===== src/include/tex_params.svh =====
/*
 * Sizing of the texel data stage.
 * Cache and memory address widths and the cache line format.
 */
`ifndef TEX_PARAMS_SVH
`define TEX_PARAMS_SVH
`default_nettype none

// Cache byte address width.
`define TEX_CACHE_DEPTH 13
// Memory byte address width, destination is one bit narrower.
`define TEX_FML_DEPTH 26
// One fetched cache line.
`define TEX_LINE_BITS 256
// Byte offset bits within a 32-byte line.
`define TEX_LINE_OFS 5
`define TEX_TEXEL_BITS 16
`define TEX_FRAC_BITS 6

`default_nettype wire
`endif


===== src/design/tex_miss_tracker.sv =====
/*
 * Miss tracker.
 * Pending mask and selection of the next cache line to write.
 */
`include "tex_params.svh"
`default_nettype none
`timescale 1ns/1ps

module tex_miss_tracker (
	input  wire                              sys_clk,
	input  wire                              init_i,
	input  wire                              we_i,

	input  wire [3:0]                        miss_i,
	input  wire [3:0][`TEX_CACHE_DEPTH-1:0]  addr_i,

	output logic                             all_done_o,
	output logic [`TEX_CACHE_DEPTH-1:0]      wr_addr_o
);

	logic [3:0] mask;
	logic [3:0] pending;
	logic [1:0] sel;

	// A texel still needs a line if it missed and was not written yet.
	assign pending    = miss_i & mask;
	assign all_done_o = (pending == 4'b0000);

	// Lowest pending texel first, so lines are taken in a, b, c, d order.
	always_comb begin
		if (pending[0]) begin
			sel = 2'd0;
		end else if (pending[1]) begin
			sel = 2'd1;
		end else if (pending[2]) begin
			sel = 2'd2;
		end else begin
			sel = 2'd3;
		end
	end

	assign wr_addr_o = addr_i[sel];

	// ------------------------------------------------
	// Pending mask.
	// ------------------------------------------------
	always_ff @(posedge sys_clk) begin
		if (init_i) begin
			mask <= 4'b1111;
		end else if (we_i) begin
			mask[sel] <= 1'b0;
		end
	end

endmodule

`default_nettype wire


===== config.mk =====
export PLATFORM = sky130hd
export DESIGN_NAME = tex_miss_tracker
export DESIGN_NICKNAME = d
export VERILOG_FILES = /design/src/design/tex_miss_tracker.sv
export VERILOG_INCLUDE_DIRS = /design/src /design/src/include
export SDC_FILE = /design/constraint.sdc
export NUM_CORES = 1
export LEC_CHECK = 0
export ABC_AREA = 0
export BUFFER_PORTS_ARGS = -buffer_cell sky130_fd_sc_hd__buf_4
export CORE_AREA = 2 2 45 47
export CTS_CLUSTER_SIZE = 14
export DETAILED_ROUTE_END_ITERATION = 16
export DIE_AREA = 0 0 47 49
export PLACE_DENSITY = 0.91
export SKIP_CTS_REPAIR_TIMING = 1
export SYNTH_ARGS = -nofsm -noshare
export SYNTH_HDL_FRONTEND = slang
export SYNTH_SLANG_ARGS = --single-unit

===== constraint.sdc =====
create_clock -name sys_clk -period 2 [get_ports sys_clk]
set_input_delay 0.2 -clock sys_clk [delete_from_list [all_inputs] [get_ports sys_clk]]
set_output_delay 0.2 -clock sys_clk [all_outputs]
set_load 0.01 [all_outputs]

==> key figures <==
STA
  – Crit path time final: 1830 ps
  – Slew margin rel.: 0.672
  – Hold Vio Cnt, Final: 0
  – Hold WS: 163 ps
  – Clock Skews: 5.92 ps
  – Fin crit share: 0.917
  – Final Setup Violations: 0
  – Fin Setup TNS: 0 ps
  – Slew Limit Fails: 0
  – Unrepaired setup endpoints after global routing: no
  – Least-Margin Pin Slew: 492 ps
  – Achievable Freq: 546 MHz

Flow run
  – Max-Cap Viols: 0

Critical path
  – CP bufs+invs: 1
  – Worst setup path category: register to output pin
  – CP top delay family: compound AO/OA/AOI/OAI gates
  – Critical path depth: 4
  – Crit end category: output pin
  – Critical path, cell by cell: nand2_1 -> o21ai_0 -> o21ai_0 -> buf_4
  – Slowest cell on crit path: nand2_1
  – CP dominant cell by count: o21ai_0
  – R2R cell count: 3
  – Worst Path Max Fanout: 17
  – Worst endpoint data arrival time: 1630 ps
  – CP max stage delay: 360 ps
  – Critical path data required time: 1800 ps
  – Crit start category: register

Synth
  – Post-synth net total: 150
  – Yosys reg bits: 4
  – Top cells by count, synth: nand2_1, o21ai_0, and3_1, o21ai_1, a211oi_2
  – Post-synth EDFFs: 0
  – Synth top area cells: a211oi_2, and3_1, dfxtp_1
  – Synth area leader: a211oi_2
  – Synthesized instance count: 91
  – Post-synth ARST share: 0
  – Sequential fraction of the synthesis area: 0.130
  – Syn_area_per_cell: 6.76 µm²
  – Synth top area share: 0.163
  – Yosys warning count: 0
  – Main synth FF type: dfxtp_1
  – Post-synthesis cell type count: 17
  – Post-Synthesis Cell Area: 616 µm²

Floorplanning
  – Die X: 47 µm
  – Die area: 0.00230 mm²
  – FP Rows: 16
  – Die Y: 49 µm
  – Initial core utilization: 0.334
  – Core Region: 0.00184 mm²
  – IO Pins: 73

Power
  – Tot Pwr: 0.000485 W
  – P_leak: 0.585 nW
  – Worst vdd ir: 0.387 mV
  – Cell Pwr Density: 414 mW/mm²

Routing
  – Number of routed nets with antenna violations: 0
  – Met3 wire length: 238 µm
  – Total number of vias: 990
  – Routed wl met2: 1.27 mm
  – 1st-iter DRT viols: 36
  – DRC viols: 0
  – M1 wire length: 954 µm
  – 1st-pass router iterations: 4
  – Drt via density: 5.29
  – Post-Route WL: 2.60 mm
  – WL/cell: 13.9 µm
  – Top sig layer: met4

Global route
  – Vias in the first global route: 918
  – Global Route Usage Sum: 0.225
  – Initial antenna violation count: 0
  – Largest net degree at the start of global routing: 18
  – Overflow after GRT: 0
  – First-pass GRT wire length: 3.84 mm

Cells and area
  – Top Registers: mask: 4 flops
  – Area growth syn-to-layout: 90.4%
  – Max reg flops: 4
  – Top reg by flops: mask
  – Diode count: 0
  – Layout cell share with drive strength beyond 1: 0.538
  – Fin nets: 221
  – Fillers: 176

Hold path
  – Hold Crit Depth: 2
  – Hold Path Class: input pin to register

Clock tree
  – CTS tree: done
  – TritonCTS Sinks: 4
  – CTS clk-pin slew, worst paths: 40 ps
  – CTS Buf Count: 3
  – CTS Root Cell: clkbuf_4
  – Max Buffers Root-to-Sink: 2
  – Clock H-tree levels: 1
  – Skew-Pair Late Insertion Delay: 250 ps

Place
  – Post-DP HPWL: 2.05 mm
  – GPL Wtd Cong: 0.706
  – IO buf count: 72

Status
  – Status: finished, final reports clean
## stage by stage
step | util | cell area [µm²] | std cells | setup WS (ps)
finish | 0.637 | 1170 | 187 | 167
detailed placement | 0.624 | 1150 | 184 | 531
floorplan | - | 616 | 91 | 870
global route | 0.637 | 1170 | 187 | 191
CTS | 0.637 | 1170 | 187 | 304
global placement | 0.624 | 1150 | 184 | 667
## layer usage
layer | vias to the layer above | global-route usage
met4 | 0 | 0.0972
met2 | 66 | 0.406
met3 | 20 | 0.0407
li1 | 483 | -
met5 | - | 0
met1 | 421 | 0.238
## power by group
group	leakage, nW	internal, W	total, W	switching, W
Combinational	0.538	0.000161	0.000289	0.000128
Sequential	0.0330	0.0000852	0.0000889	0.00000364
Clock	0.0138	0.0000675	0.000107	0.0000395
## layout by cell type (no fill, tap or decap), drive strengths merged
master	synthesis	layout
a211oi	13	13
a21o	4	4
a21oi	1	1
and2	2	2
and3	13	13
buf	6	73
clkbuf	1	3
dfxtp	4	4
nand2	17	17
nand3	2	2
nand4	2	2
o21ai	26	26
## kinds of logic after synthesis
group           synth area share
flops                      0.130
buf+inv                   0.0772
simple gates               0.301
compound gates             0.492
## final timing paths
path,endpoint,slack [ps],start
max,wr_addr_o[0],170,mask[0]
min,mask[1],160,init_i
max reg2reg,mask[3],860,mask[0]
min reg2reg,mask[1],470,mask[1]
## area by class of cell
type / count / area (µm²) / area share
repair buffers: 73 / 548 / 0.467
multi-input cells: 80 / 488 / 0.416
flip-flops and latches: 4 / 80.1 / 0.0683
well taps: 27 / 33.8 / 0.0288
clock buffers: 3 / 22.5 / 0.0192
Note: power is estimated with default switching activity, not from simulation.
