File: config.mk
export PLATFORM = sky130hd
export DESIGN_NAME = tex_frag_reg
export DESIGN_NICKNAME = d
export VERILOG_FILES = /design/src/design/tex_pkg.sv /design/src/design/tex_frag_reg.sv
export VERILOG_INCLUDE_DIRS = /design/src /design/src/include
export SDC_FILE = /design/constraint.sdc
export NUM_CORES = 1
export LEC_CHECK = 0
export BUFFER_PORTS_ARGS = -buffer_cell sky130_fd_sc_hd__buf_2
export CAP_MARGIN = 20
export CORE_MARGIN = 1.5
export CORE_UTILIZATION = 29
export CTS_CLUSTER_SIZE = 16
export DETAILED_ROUTE_END_ITERATION = 16
export PLACE_DENSITY = 0.57
export SYNTH_ARGS = -nofsm -noshare
export SYNTH_HDL_FRONTEND = slang
export SYNTH_SLANG_ARGS = --single-unit
File: constraint.sdc
create_clock -name sys_clk -period 1.12 [get_ports sys_clk]
set_input_delay 0.224 -clock sys_clk [delete_from_list [all_inputs] [get_ports sys_clk]]
set_output_delay 0.224 -clock sys_clk [all_outputs]
set_load 0.01 [all_outputs]
File: src/include/tex_params.svh
/*
 * Sizing of the texel data stage.
 * Cache and memory address widths and the cache line format.
 */
`ifndef TEX_PARAMS_SVH
`define TEX_PARAMS_SVH
`default_nettype none

// Cache byte address width.
`define TEX_CACHE_DEPTH 13
// Memory byte address width, destination is one bit narrower.
`define TEX_FML_DEPTH 26
// One fetched cache line.
`define TEX_LINE_BITS 256
// Byte offset bits within a 32-byte line.
`define TEX_LINE_OFS 5
`define TEX_TEXEL_BITS 16
`define TEX_FRAC_BITS 6

`default_nettype wire
`endif

File: src/design/tex_pkg.sv
/*
 * Shared types of the texel data stage.
 * Fragment, downstream result and control states.
 */
`include "tex_params.svh"
`default_nettype none

package tex_pkg;

	// ------------------------------------------------
	// Fragment from the tag stage.
	// Array index 0 is texel a, index 3 is texel d.
	// ------------------------------------------------
	typedef struct packed {
		logic [`TEX_FML_DEPTH-2:0]        dadr;
		logic [3:0][`TEX_CACHE_DEPTH-1:0] tadr;
		logic [`TEX_FRAC_BITS-1:0]        x_frac;
		logic [`TEX_FRAC_BITS-1:0]        y_frac;
		logic [3:0]                       miss;
	} frag_t;

	// ------------------------------------------------
	// Result to the filter stage.
	// ------------------------------------------------
	typedef struct packed {
		logic [`TEX_FML_DEPTH-2:0]       dadr;
		logic [3:0][`TEX_TEXEL_BITS-1:0] color;
		logic [`TEX_FRAC_BITS-1:0]       x_frac;
		logic [`TEX_FRAC_BITS-1:0]       y_frac;
	} texel_out_t;

	// Control states.
	typedef enum logic [1:0] {
		RUNNING = 2'd0,
		COMMIT  = 2'd1,
		STROBE  = 2'd2
	} ctrl_state_e;

endpackage

`default_nettype wire

File: src/design/tex_frag_reg.sv
/*
 * Fragment register.
 * Holds the current fragment and muxes the cache read addresses.
 */
`include "tex_params.svh"
`default_nettype none
`timescale 1ns/1ps

module tex_frag_reg (
	input  wire                              sys_clk,
	input  wire                              sys_rst,

	input  wire tex_pkg::frag_t              frag_i,
	input  wire                              frag_stb_i,
	input  wire                              req_ce_i,
	input  wire                              retry_i,

	output tex_pkg::frag_t                   frag_o,
	output logic                             req_valid_o,
	output logic                             any_miss_o,
	output logic [3:0][`TEX_CACHE_DEPTH-1:0] rd_addr_o
);

	// Valid follows the input strobe whenever the register loads.
	always_ff @(posedge sys_clk) begin
		if (sys_rst) begin
			req_valid_o <= 1'b0;
		end else if (req_ce_i) begin
			req_valid_o <= frag_stb_i;
		end
	end

	// Payload.
	always_ff @(posedge sys_clk) begin
		if (req_ce_i) begin
			frag_o <= frag_i;
		end
	end

	// ------------------------------------------------
	// Read address mux.
	// ------------------------------------------------

	// Retry re-reads the held fragment, otherwise the cache
	// looks ahead at the incoming one.
	assign rd_addr_o = retry_i ? frag_o.tadr : frag_i.tadr;

	assign any_miss_o = |frag_o.miss;

endmodule

`default_nettype wire

==> flow_summary_export.csv <==
group,metric,value,unit
run_status,status,"finished with violations",
run_status,failed_checks,"setup timing",
cells_and_area,drive_gt1_share,76.9,%
hold_path,min_to,"req_valid_o",
route,ant_nets,0,
setup_path,rr_worst_depth,2,
cells_and_area,fin_area,6030,um2
yosys,synth_enable_flop_cells,93,
place,placed_cell_area,5150,um2
sta,drv_slew,0,
global_route,grt_overflow,0,
setup_path,startpoint_type,"flop",
cells_and_area,final_cells,604,
die,die_w,116,um
sta,fmax,620,MHz
sta,fin_ws,-0.494,ns
route,initialDrtViolationCount,54,
yosys,synth_top_area_share,75.1,%
global_route,grt_pass1_vias,2383,
route,vias,2516,
setup_path,path_class,"reg -> out",
cells_and_area,fill_cells,1114,
yosys,synth_top_cell_by_area,"edfxtp_1",
yosys,avgSynthCellArea,24.0,um2
setup_path,endpoint_kind,"output port",
global_route,grt_pass1_wl,12.5,mm
cts,clk_pin_slew_worst_paths,0.06,ns
route,remaining_drc_errors,0,
cells_and_area,final_nets,525,
hold_path,hold_class,"in -> reg",
cells_and_area,insertedDiodeCount,0,
power,irDropWorstVdd,0.940,mV
die,core,12600,um2
cts,cts_made_buffers,9,
hold_path,worstHoldStart,"sys_rst",
yosys,synth_most_common_cell,"edfxtp_1",
cells_and_area,areaGrowthSynthToFinish,62.2,%
die,std_cell_rows,41,
setup_path,regToRegEndpoint,"req_valid_o",
setup_path,crit_start,"frag_o[2]",
yosys,netlist_top_cells_count,"93 x edfxtp_1, 50 x mux2_4, 5 x buf_12, 2 x mux2_2",
sta,rsz0062_at_grt,"true",
place,dp.cells,572,
route,first_pass_iters,4,
setup_path,path_max_fanout,2,
global_route,track_usage,12.8,%
sta,setup_viol,75,
yosys,ys_warn_count,0,
sta,timing.setup.tns,-14.00,ns
die,dieArea,13500,um2
sta,hold_viol_final,0,
sta,skew,0,ns
cts,clockBufferDepth,2,
die,die_y,116,um
yosys,syn_inst,155,
cts,insertion_delay,0.34,ns
setup_path,reg2reg_from,"req_valid_o",
yosys,yosysSeqAreaShare,75.6,%
run,maxCapViolations,0,
setup_path,crit_arrival,1.39,ns
place,port_buffers,244,
sta,tightest_slew,0.262,ns
global_route,antenna_found_initial,0,
place,hpwlAfterDp,6.68,mm
yosys,synth_seq_cells,94,
setup_path,reg2reg_slack,0.54,ns
power,finalPower,8.72,mW
sta,worst_hold_slack,0.0338,ns
place,routabilityCongestion,0.764,
power,p_per_area,1440,nW/um2
sta,max_slew_margin,82.6,%
route,avgRoutedWirePerCell,15.0,um
die,initial_utilization,29.6,%
global_route,grt_max_degree,48,
yosys,synth.distinct_cells,9,
hold_path,hold_path_depth,2,
cts,cts_num_sinks,94,
place,place_ws,-0.174,ns
die,io_pins,245,
cts,cts_root_buf,"clkbuf_16",
yosys,ys.flop_type,"edfxtp_1",
yosys,synth_nets,253,
cts,cts_tree,"built",
yosys,async_flop_share,0,%
yosys,synth_area_leaders,"edfxtp_1 75%, mux2_4 20%, buf_12 2.7%, mux2_2 0.61%, dfxtp_1 0.54%",
setup_path,cp_data_required_time,0.90,ns
sta,period_share,144,%
power,p_leak,2.74,nW
sta,finalCriticalPeriod,1.61,ns
route,via_per_inst,4.17,
cells_and_area,fin_util,48.0,%
cts,cts_hold_buf,0,
route,totalWireLength,9.07,mm
cts,htreeDepth,3,
yosys,synth.cell_area,3720,um2
## routing by layer
metal  global-route usage, %  share of wire, %  wire [um]  vias to the layer above
met4                    6.50               2.0        184                        0
li1                        -                 -          -                     1164
met2                    21.2                51       4650                      149
met3                    5.97               9.3        839                       11
met1                    13.8                37       3390                     1192
met5                       0                 0          0                        -
## cells by family (layout without fill, tap and decap cells)
kind of cell / count (synthesis) / after routing / synth area share [%]
muxes: 53 / 53 / 21.1
and+or+nand+nor: 2 / 2 / 0.303
buffers and inverters: 6 / 283 / 2.99
DFF: 94 / 94 / 75.6
## layout make-up
class / instances / area [um2] / share of cell area (%)
tap: 172 / 215 / 3.57
timing repair buffer: 267 / 1940 / 32.2
clock inverter: 6 / 28.8 / 0.477
sequential: 94 / 2810 / 46.6
clock buffer: 10 / 229 / 3.80
multi-input combinational: 55 / 806 / 13.4
## cell usage in the layout (no fill, tap or decap)
master | netlist | routed
nor2_1 | 1 | 1
mux2i_1 | 1 | 1
edfxtp_1 | 93 | 93
clkinv_1 | 0 | 3
or4_4 | 0 | 1
buf_6 | 1 | 84
clkinv_2 | 0 | 2
buf_2 | 0 | 171
clkbuf_1 | 0 | 1
mux2_4 | 50 | 52
dfxtp_1 | 1 | 1
clkbuf_16 | 0 | 9
buf_12 | 5 | 4
buf_4 | 0 | 8
clkinvlp_4 | 0 | 1
## worst max-delay path by stage
stage,end,slack [ns],cells after the start
3_5_place_dp,rd_addr_o[50],-0.17,4
4_1_cts,any_miss_o,-0.52,2
5_1_grt,any_miss_o,-0.54,2
2_1_floorplan,any_miss_o,-0.08,1
3_3_place_gp,rd_addr_o[50],-0.17,4
6_report,any_miss_o,-0.49,2
## critical path: stages (launching register included)
cell	delay, ns
edfxtp_1	0.38
or4_4	0.54
buf_6	0.13
## report_power, final
| part | leakage [nW] | switching (mW) | total (mW) | internal [mW] |
|---|---|---|---|---|
| combinational | 1.70 | 0.704 | 1.72 | 1.02 |
| sequential | 0.918 | 0.116 | 4.30 | 4.18 |
| clock | 0.125 | 1.23 | 2.70 | 1.47 |
| total | 2.74 | 2.05 | 8.72 | 6.67 |
## sequential cells by signal, indices dropped and copies added (netlist names)
register / cells
req_valid_o: 1
frag_o: 93
## timing repair
action,4_1_cts,5_1_grt
gates cloned,0,0
endpoints found under the setup margin,91,122
resized for setup,68,22
buffers inserted,13,6
endpoints found under the hold margin,0,0
pin swaps,1,1
Power figures use the tool's default switching activity.
