===== config.mk =====
export PLATFORM = sky130hd
export DESIGN_NAME = tex_datamem_ctrl
export DESIGN_NICKNAME = d
export VERILOG_FILES = /design/src/design/tex_pkg.sv /design/src/design/tex_datamem_ctrl.sv
export VERILOG_INCLUDE_DIRS = /design/src /design/src/include
export SDC_FILE = /design/constraint.sdc
export NUM_CORES = 1
export LEC_CHECK = 0
export ABC_AREA = 1
export BUFFER_PORTS_ARGS = -buffer_cell sky130_fd_sc_hd__buf_2
export CELL_PAD_IN_SITES_DETAIL_PLACEMENT = 0
export CELL_PAD_IN_SITES_GLOBAL_PLACEMENT = 1
export CORE_AREA = 2 2 39 41
export CTS_BUF_LIST = sky130_fd_sc_hd__clkbuf_4
export DETAILED_ROUTE_END_ITERATION = 12
export DIE_AREA = 0 0 41 43
export PLACE_DENSITY = 0.65
export SYNTH_ARGS = -nofsm -noshare
export SYNTH_HDL_FRONTEND = slang
export SYNTH_SLANG_ARGS = --single-unit

===== constraint.sdc =====
create_clock -name sys_clk -period 2.5 [get_ports sys_clk]
set_input_delay 0.5 -clock sys_clk [delete_from_list [all_inputs] [get_ports sys_clk]]
set_output_delay 0.5 -clock sys_clk [all_outputs]
set_load 0.05 [all_outputs]

===== src/include/tex_params.svh =====
/*
 * Sizing of the texel data stage.
 * Cache and memory address widths and the cache line format.
 */
`ifndef TEX_PARAMS_SVH
`define TEX_PARAMS_SVH
`default_nettype none

// Cache byte address width.
`define TEX_CACHE_DEPTH 13
// Memory byte address width, destination is one bit narrower.
`define TEX_FML_DEPTH 26
// One fetched cache line.
`define TEX_LINE_BITS 256
// Byte offset bits within a 32-byte line.
`define TEX_LINE_OFS 5
`define TEX_TEXEL_BITS 16
`define TEX_FRAC_BITS 6

`default_nettype wire
`endif


===== src/design/tex_pkg.sv =====
/*
 * Shared types of the texel data stage.
 * Fragment, downstream result and control states.
 */
`include "tex_params.svh"
`default_nettype none

package tex_pkg;

	// ------------------------------------------------
	// Fragment from the tag stage.
	// Array index 0 is texel a, index 3 is texel d.
	// ------------------------------------------------
	typedef struct packed {
		logic [`TEX_FML_DEPTH-2:0]        dadr;
		logic [3:0][`TEX_CACHE_DEPTH-1:0] tadr;
		logic [`TEX_FRAC_BITS-1:0]        x_frac;
		logic [`TEX_FRAC_BITS-1:0]        y_frac;
		logic [3:0]                       miss;
	} frag_t;

	// ------------------------------------------------
	// Result to the filter stage.
	// ------------------------------------------------
	typedef struct packed {
		logic [`TEX_FML_DEPTH-2:0]       dadr;
		logic [3:0][`TEX_TEXEL_BITS-1:0] color;
		logic [`TEX_FRAC_BITS-1:0]       x_frac;
		logic [`TEX_FRAC_BITS-1:0]       y_frac;
	} texel_out_t;

	// Control states.
	typedef enum logic [1:0] {
		RUNNING = 2'd0,
		COMMIT  = 2'd1,
		STROBE  = 2'd2
	} ctrl_state_e;

endpackage

`default_nettype wire


===== src/design/tex_datamem_ctrl.sv =====
/*
 * Texel data stage control.
 * Sequences fragment accept, line commit on misses and result strobe.
 */
`default_nettype none
`timescale 1ns/1ps

module tex_datamem_ctrl (
	input  wire  sys_clk,
	input  wire  sys_rst,

	input  wire  frag_stb_i,
	output logic frag_ack_o,
	input  wire  fetch_stb_i,
	output logic fetch_ack_o,
	output logic out_stb_o,
	input  wire  out_ack_i,
	output logic busy_o,

	input  wire  req_valid_i,
	input  wire  any_miss_i,
	input  wire  all_done_i,

	output logic req_ce_o,
	output logic retry_o,
	output logic ram_we_o,
	output logic mask_init_o,
	output logic mask_we_o
);

	tex_pkg::ctrl_state_e state;
	tex_pkg::ctrl_state_e next_state;

	// Register slot is free for the next fragment.
	logic load;

	always_ff @(posedge sys_clk) begin
		if (sys_rst) begin
			state <= tex_pkg::RUNNING;
		end else begin
			state <= next_state;
		end
	end

	// ------------------------------------------------
	// Next state and handshakes.
	// ------------------------------------------------
	always_comb begin
		next_state  = state;
		frag_ack_o  = 1'b0;
		fetch_ack_o = 1'b0;
		out_stb_o   = 1'b0;
		load        = 1'b0;
		retry_o     = 1'b0;
		ram_we_o    = 1'b0;
		mask_init_o = 1'b0;
		mask_we_o   = 1'b0;

		case (state)
			tex_pkg::RUNNING: begin
				// Mask is rearmed every cycle until a miss shows up.
				mask_init_o = 1'b1;
				if (!req_valid_i) begin
					frag_ack_o = 1'b1;
					load       = 1'b1;
				end else if (any_miss_i) begin
					next_state = tex_pkg::COMMIT;
				end else begin
					out_stb_o = 1'b1;
					if (out_ack_i) begin
						frag_ack_o = 1'b1;
						load       = 1'b1;
					end else begin
						retry_o = 1'b1;
					end
				end
			end

			tex_pkg::COMMIT: begin
				retry_o = 1'b1;
				if (all_done_i) begin
					// One more cycle so the RAM reads back the new lines.
					next_state = tex_pkg::STROBE;
				end else begin
					fetch_ack_o = 1'b1;
					ram_we_o    = fetch_stb_i;
					mask_we_o   = fetch_stb_i;
				end
			end

			tex_pkg::STROBE: begin
				out_stb_o = 1'b1;
				if (out_ack_i) begin
					frag_ack_o = 1'b1;
					load       = 1'b1;
					next_state = tex_pkg::RUNNING;
				end else begin
					retry_o = 1'b1;
				end
			end

			default: begin
				next_state = tex_pkg::RUNNING;
			end
		endcase
	end

	// Load only when a fragment arrives or a stale valid must be cleared.
	assign req_ce_o = load & (frag_stb_i | req_valid_i);

	assign busy_o = (state != tex_pkg::RUNNING);

endmodule

`default_nettype wire


==> results by group <==
Layout
  • Post-route insts no fill: just under 70
  • Fill count: 165
  • Number of flip-flops in the largest register: 2
  • Register Area: 40.0 um2
  • Top flop regs: state (2)
  • # diodes: 0
  • Most flops, register: state
  • Share of cells above drive strength 1: 0.462
  • Nets: a little over 60
  • Footprint of the multi-input gates: ~110 um2
  • Final instance area: about 300 um2
  • Area delta synth->final: 62.2%

Floorplanning
  • CORE AREA: around 1400 um2
  • Initial core utilization: 0.134
  • Cell Rows: 14
  • Die Wd: between 40 and 50 um
  • Die area: around 1800 um2
  • IO Count: 17
  • Die H: approximately 43 um

Routing
  • ANT nets after route: 0
  • DR pass1 iterations: 4
  • Avg WL per Cell: 6.85 um
  • Post-DR vias/cell: 3.68
  • Final WL: roughly 470 um
  • DR DRC count: 0
  • DRT iter0 DRCs: 3
  • DR vias: 250

Clocking
  • CTS sink cnt: 2
  • Clk slew on worst S/H paths: approximately 0.03 ns
  • CTS Buf Count: 3
  • H-tree Lvls: 1
  • CTS root buffer: clkbuf_4
  • CTS resizes: 0
  • Clk Latency, worst-skew pair: ~0.22 ns
  • Setup Fix Bufs, Post-CTS: 0
  • CTS tree: yes
  • Max clock buf depth: 2
  • Cts hold-fix bufs: 0

Timing
  • Endpoints failing setup: 0
  • Max-slew headroom: 0.832
  • Slew @ Worst Pin: around 0.25 ns
  • Worst Hold Slack: between 0.4 and 0.5 ns
  • Final Cycle Share: 0.701
  • Worst setup margin: 0.747 ns
  • Max-slew violation count: 0
  • Final setup TNS: 0 ns
  • Max Clock Skew: approximately 0.0033 ns
  • Period minus WS final: between 1.5 and 2 ns
  • Max frequency: between 0.5 and 0.6 GHz
  • Final Hold Viols: 0
  • RSZ-0062 raised after global routing: no

Worst setup path
  • Critical Setup Path Class: flip-flop to primary output
  • Reg-to-reg startpoint: state[0]
  • CP Capture Type: primary output
  • Arr. time, crit path: between 1 and 1.5 ns
  • Critical Path Start Type: flip-flop
  • Flop2flop setup slack: 1.68 ns
  • Reg2Reg Capture Point: state[0]
  • Worst Path Required: roughly 2 ns
  • Worst-path maximum fanout: 5
  • Worst R2R Path Depth: 4

Logic synthesis
  • Synthesized area per cell: 5.45 um2
  • Top post-synthesis cells by area: dfxtp_1 22%, nand2_1 18%, inv_1 14%, nand3_1 11%, nor2_2 10%
  • Top_reg_cell synth: dfxtp_1
  • Cell variety after synth: 11
  • Seq cells post-synth: 2
  • Synth top area share: 0.216
  • Syn Inst Count: 34
  • Post-Syn Nets: between 40 and 50
  • Post-synth top area cell: dfxtp_1
  • Synth Cell Area: approximately 190 um2
  • Commonest cells post-synth: 9 x nand2_1, 7 x inv_1, 4 x nand3_1
  • Post-synth EDFFs: 0
  • Count leader, synth: nand2_1
  • Sequential fraction of the synthesis area: 0.216
  • Async S/R FF share, synth: 0
  • Ys Warns: 0

Global route
  • Tot GR Track Use: 0.0601
  • Largest net degree at the start of global routing: 6
  • Initial antenna violation count: 0
  • Gr ovfl total: 0
  • Vias in the first global route: roughly 200
  • First-pass GRT wire length: 676 um

Place
  • Pre-CTS setup slack: approximately 0.81 ns
  • Post-detail-place hpwl: between 300 and 400 um
  • Placed Area: about 280 um2
  • RePlAce Congestion: ~0.62
  • Inst Count DP: 65
  • Port Buf Inserts: 16

Run status
  • Status: finished, final reports clean

Min path
  • Worst min-delay path class: input port to flip-flop
  • Hold endpoint: state[0]
  • Worst hold start: sys_rst
  • Hold path cells: 2

Power and ir drop
  • Static leakage: 0.193 nW
  • Worst VDD drop: 161 uV
  • Power Dens Cells: 600 nW/um2

Flow run
  • Max cap viols: 0
## area by class of cell
cell class | instances | area share
Inverter | 8 | 0.100
Timing Repair Buffer | 16 | 0.267
Multi-Input combinational cell | 23 | 0.358
Sequential cell | 2 | 0.133
Clock buffer | 3 | 0.0750
Tap cell | 16 | 0.0667
## worst max-delay path, cell delays in order (launching register included)
cell and delay (ns):
dfxtp_1 0.32, nor2_2 0.19, nand2_1 0.07, nand2_1 0.07, nand2_2 0.05, nor2_2 0.06
buf_2 0.25
## placed cells by master (no fill, tap or decap), drive strengths merged
cell type  synthesis  routed
a21oi              2       2
buf                1      16
nand3              4       4
dfxtp              2       2
nor2               6       6
clkbuf             0       3
nand2             10      10
inv                8       8
o31ai              1       1
## cell families (layout without fill, tap and decap cells)
| group | after synthesis | count (layout) | share of synthesized area |
|---|---|---|---|
| and+or+nand+nor | 20 | 20 | 0.487 |
| DFF | 2 | 2 | 0.216 |
| buffers and inverters | 9 | 27 | 0.203 |
| AOI/OAI and AO/OA | 3 | 3 | 0.0946 |
## through the flow
| stage | total power, mW | util |
|---|---|---|
| 5_1_grt | 0.194 | 0.217 |
| 2_1_floorplan | 0.0911 | - |
| 3_5_place_dp | 0.110 | 0.201 |
| 3_3_place_gp | 0.110 | 0.201 |
| 6_report | 0.180 | 0.217 |
| 4_1_cts | 0.187 | 0.217 |
## how the worst max path moves through the flow
stage                     start        end  slack (ns)  depth (start not counted)
floorplan           req_valid_i  out_stb_o        0.29                          2
global placement    req_valid_i   req_ce_o        0.80                          7
detailed placement  req_valid_i   req_ce_o        0.81                          7
CTS                    state[0]   req_ce_o        0.72                          6
global route           state[1]   req_ce_o        0.62                          6
finish                 state[0]   req_ce_o        0.75                          6
## layer usage
metal  global-route usage  wire (um)  vias up
met5                    0          0        -
met2               0.0719        180       13
met3               0.0419         86        0
li1                     -          -      137
met1               0.0639        200      100
met4               0.0600          0        0
## report_power, final
part | leakage [nW] | switching [mW] | internal [mW]
Sequential | 0.0163 | 0.00146 | 0.0336
Combinational | 0.163 | 0.0553 | 0.0181
Clock | 0.0138 | 0.0186 | 0.0530
Power figures use the tool's default switching activity.
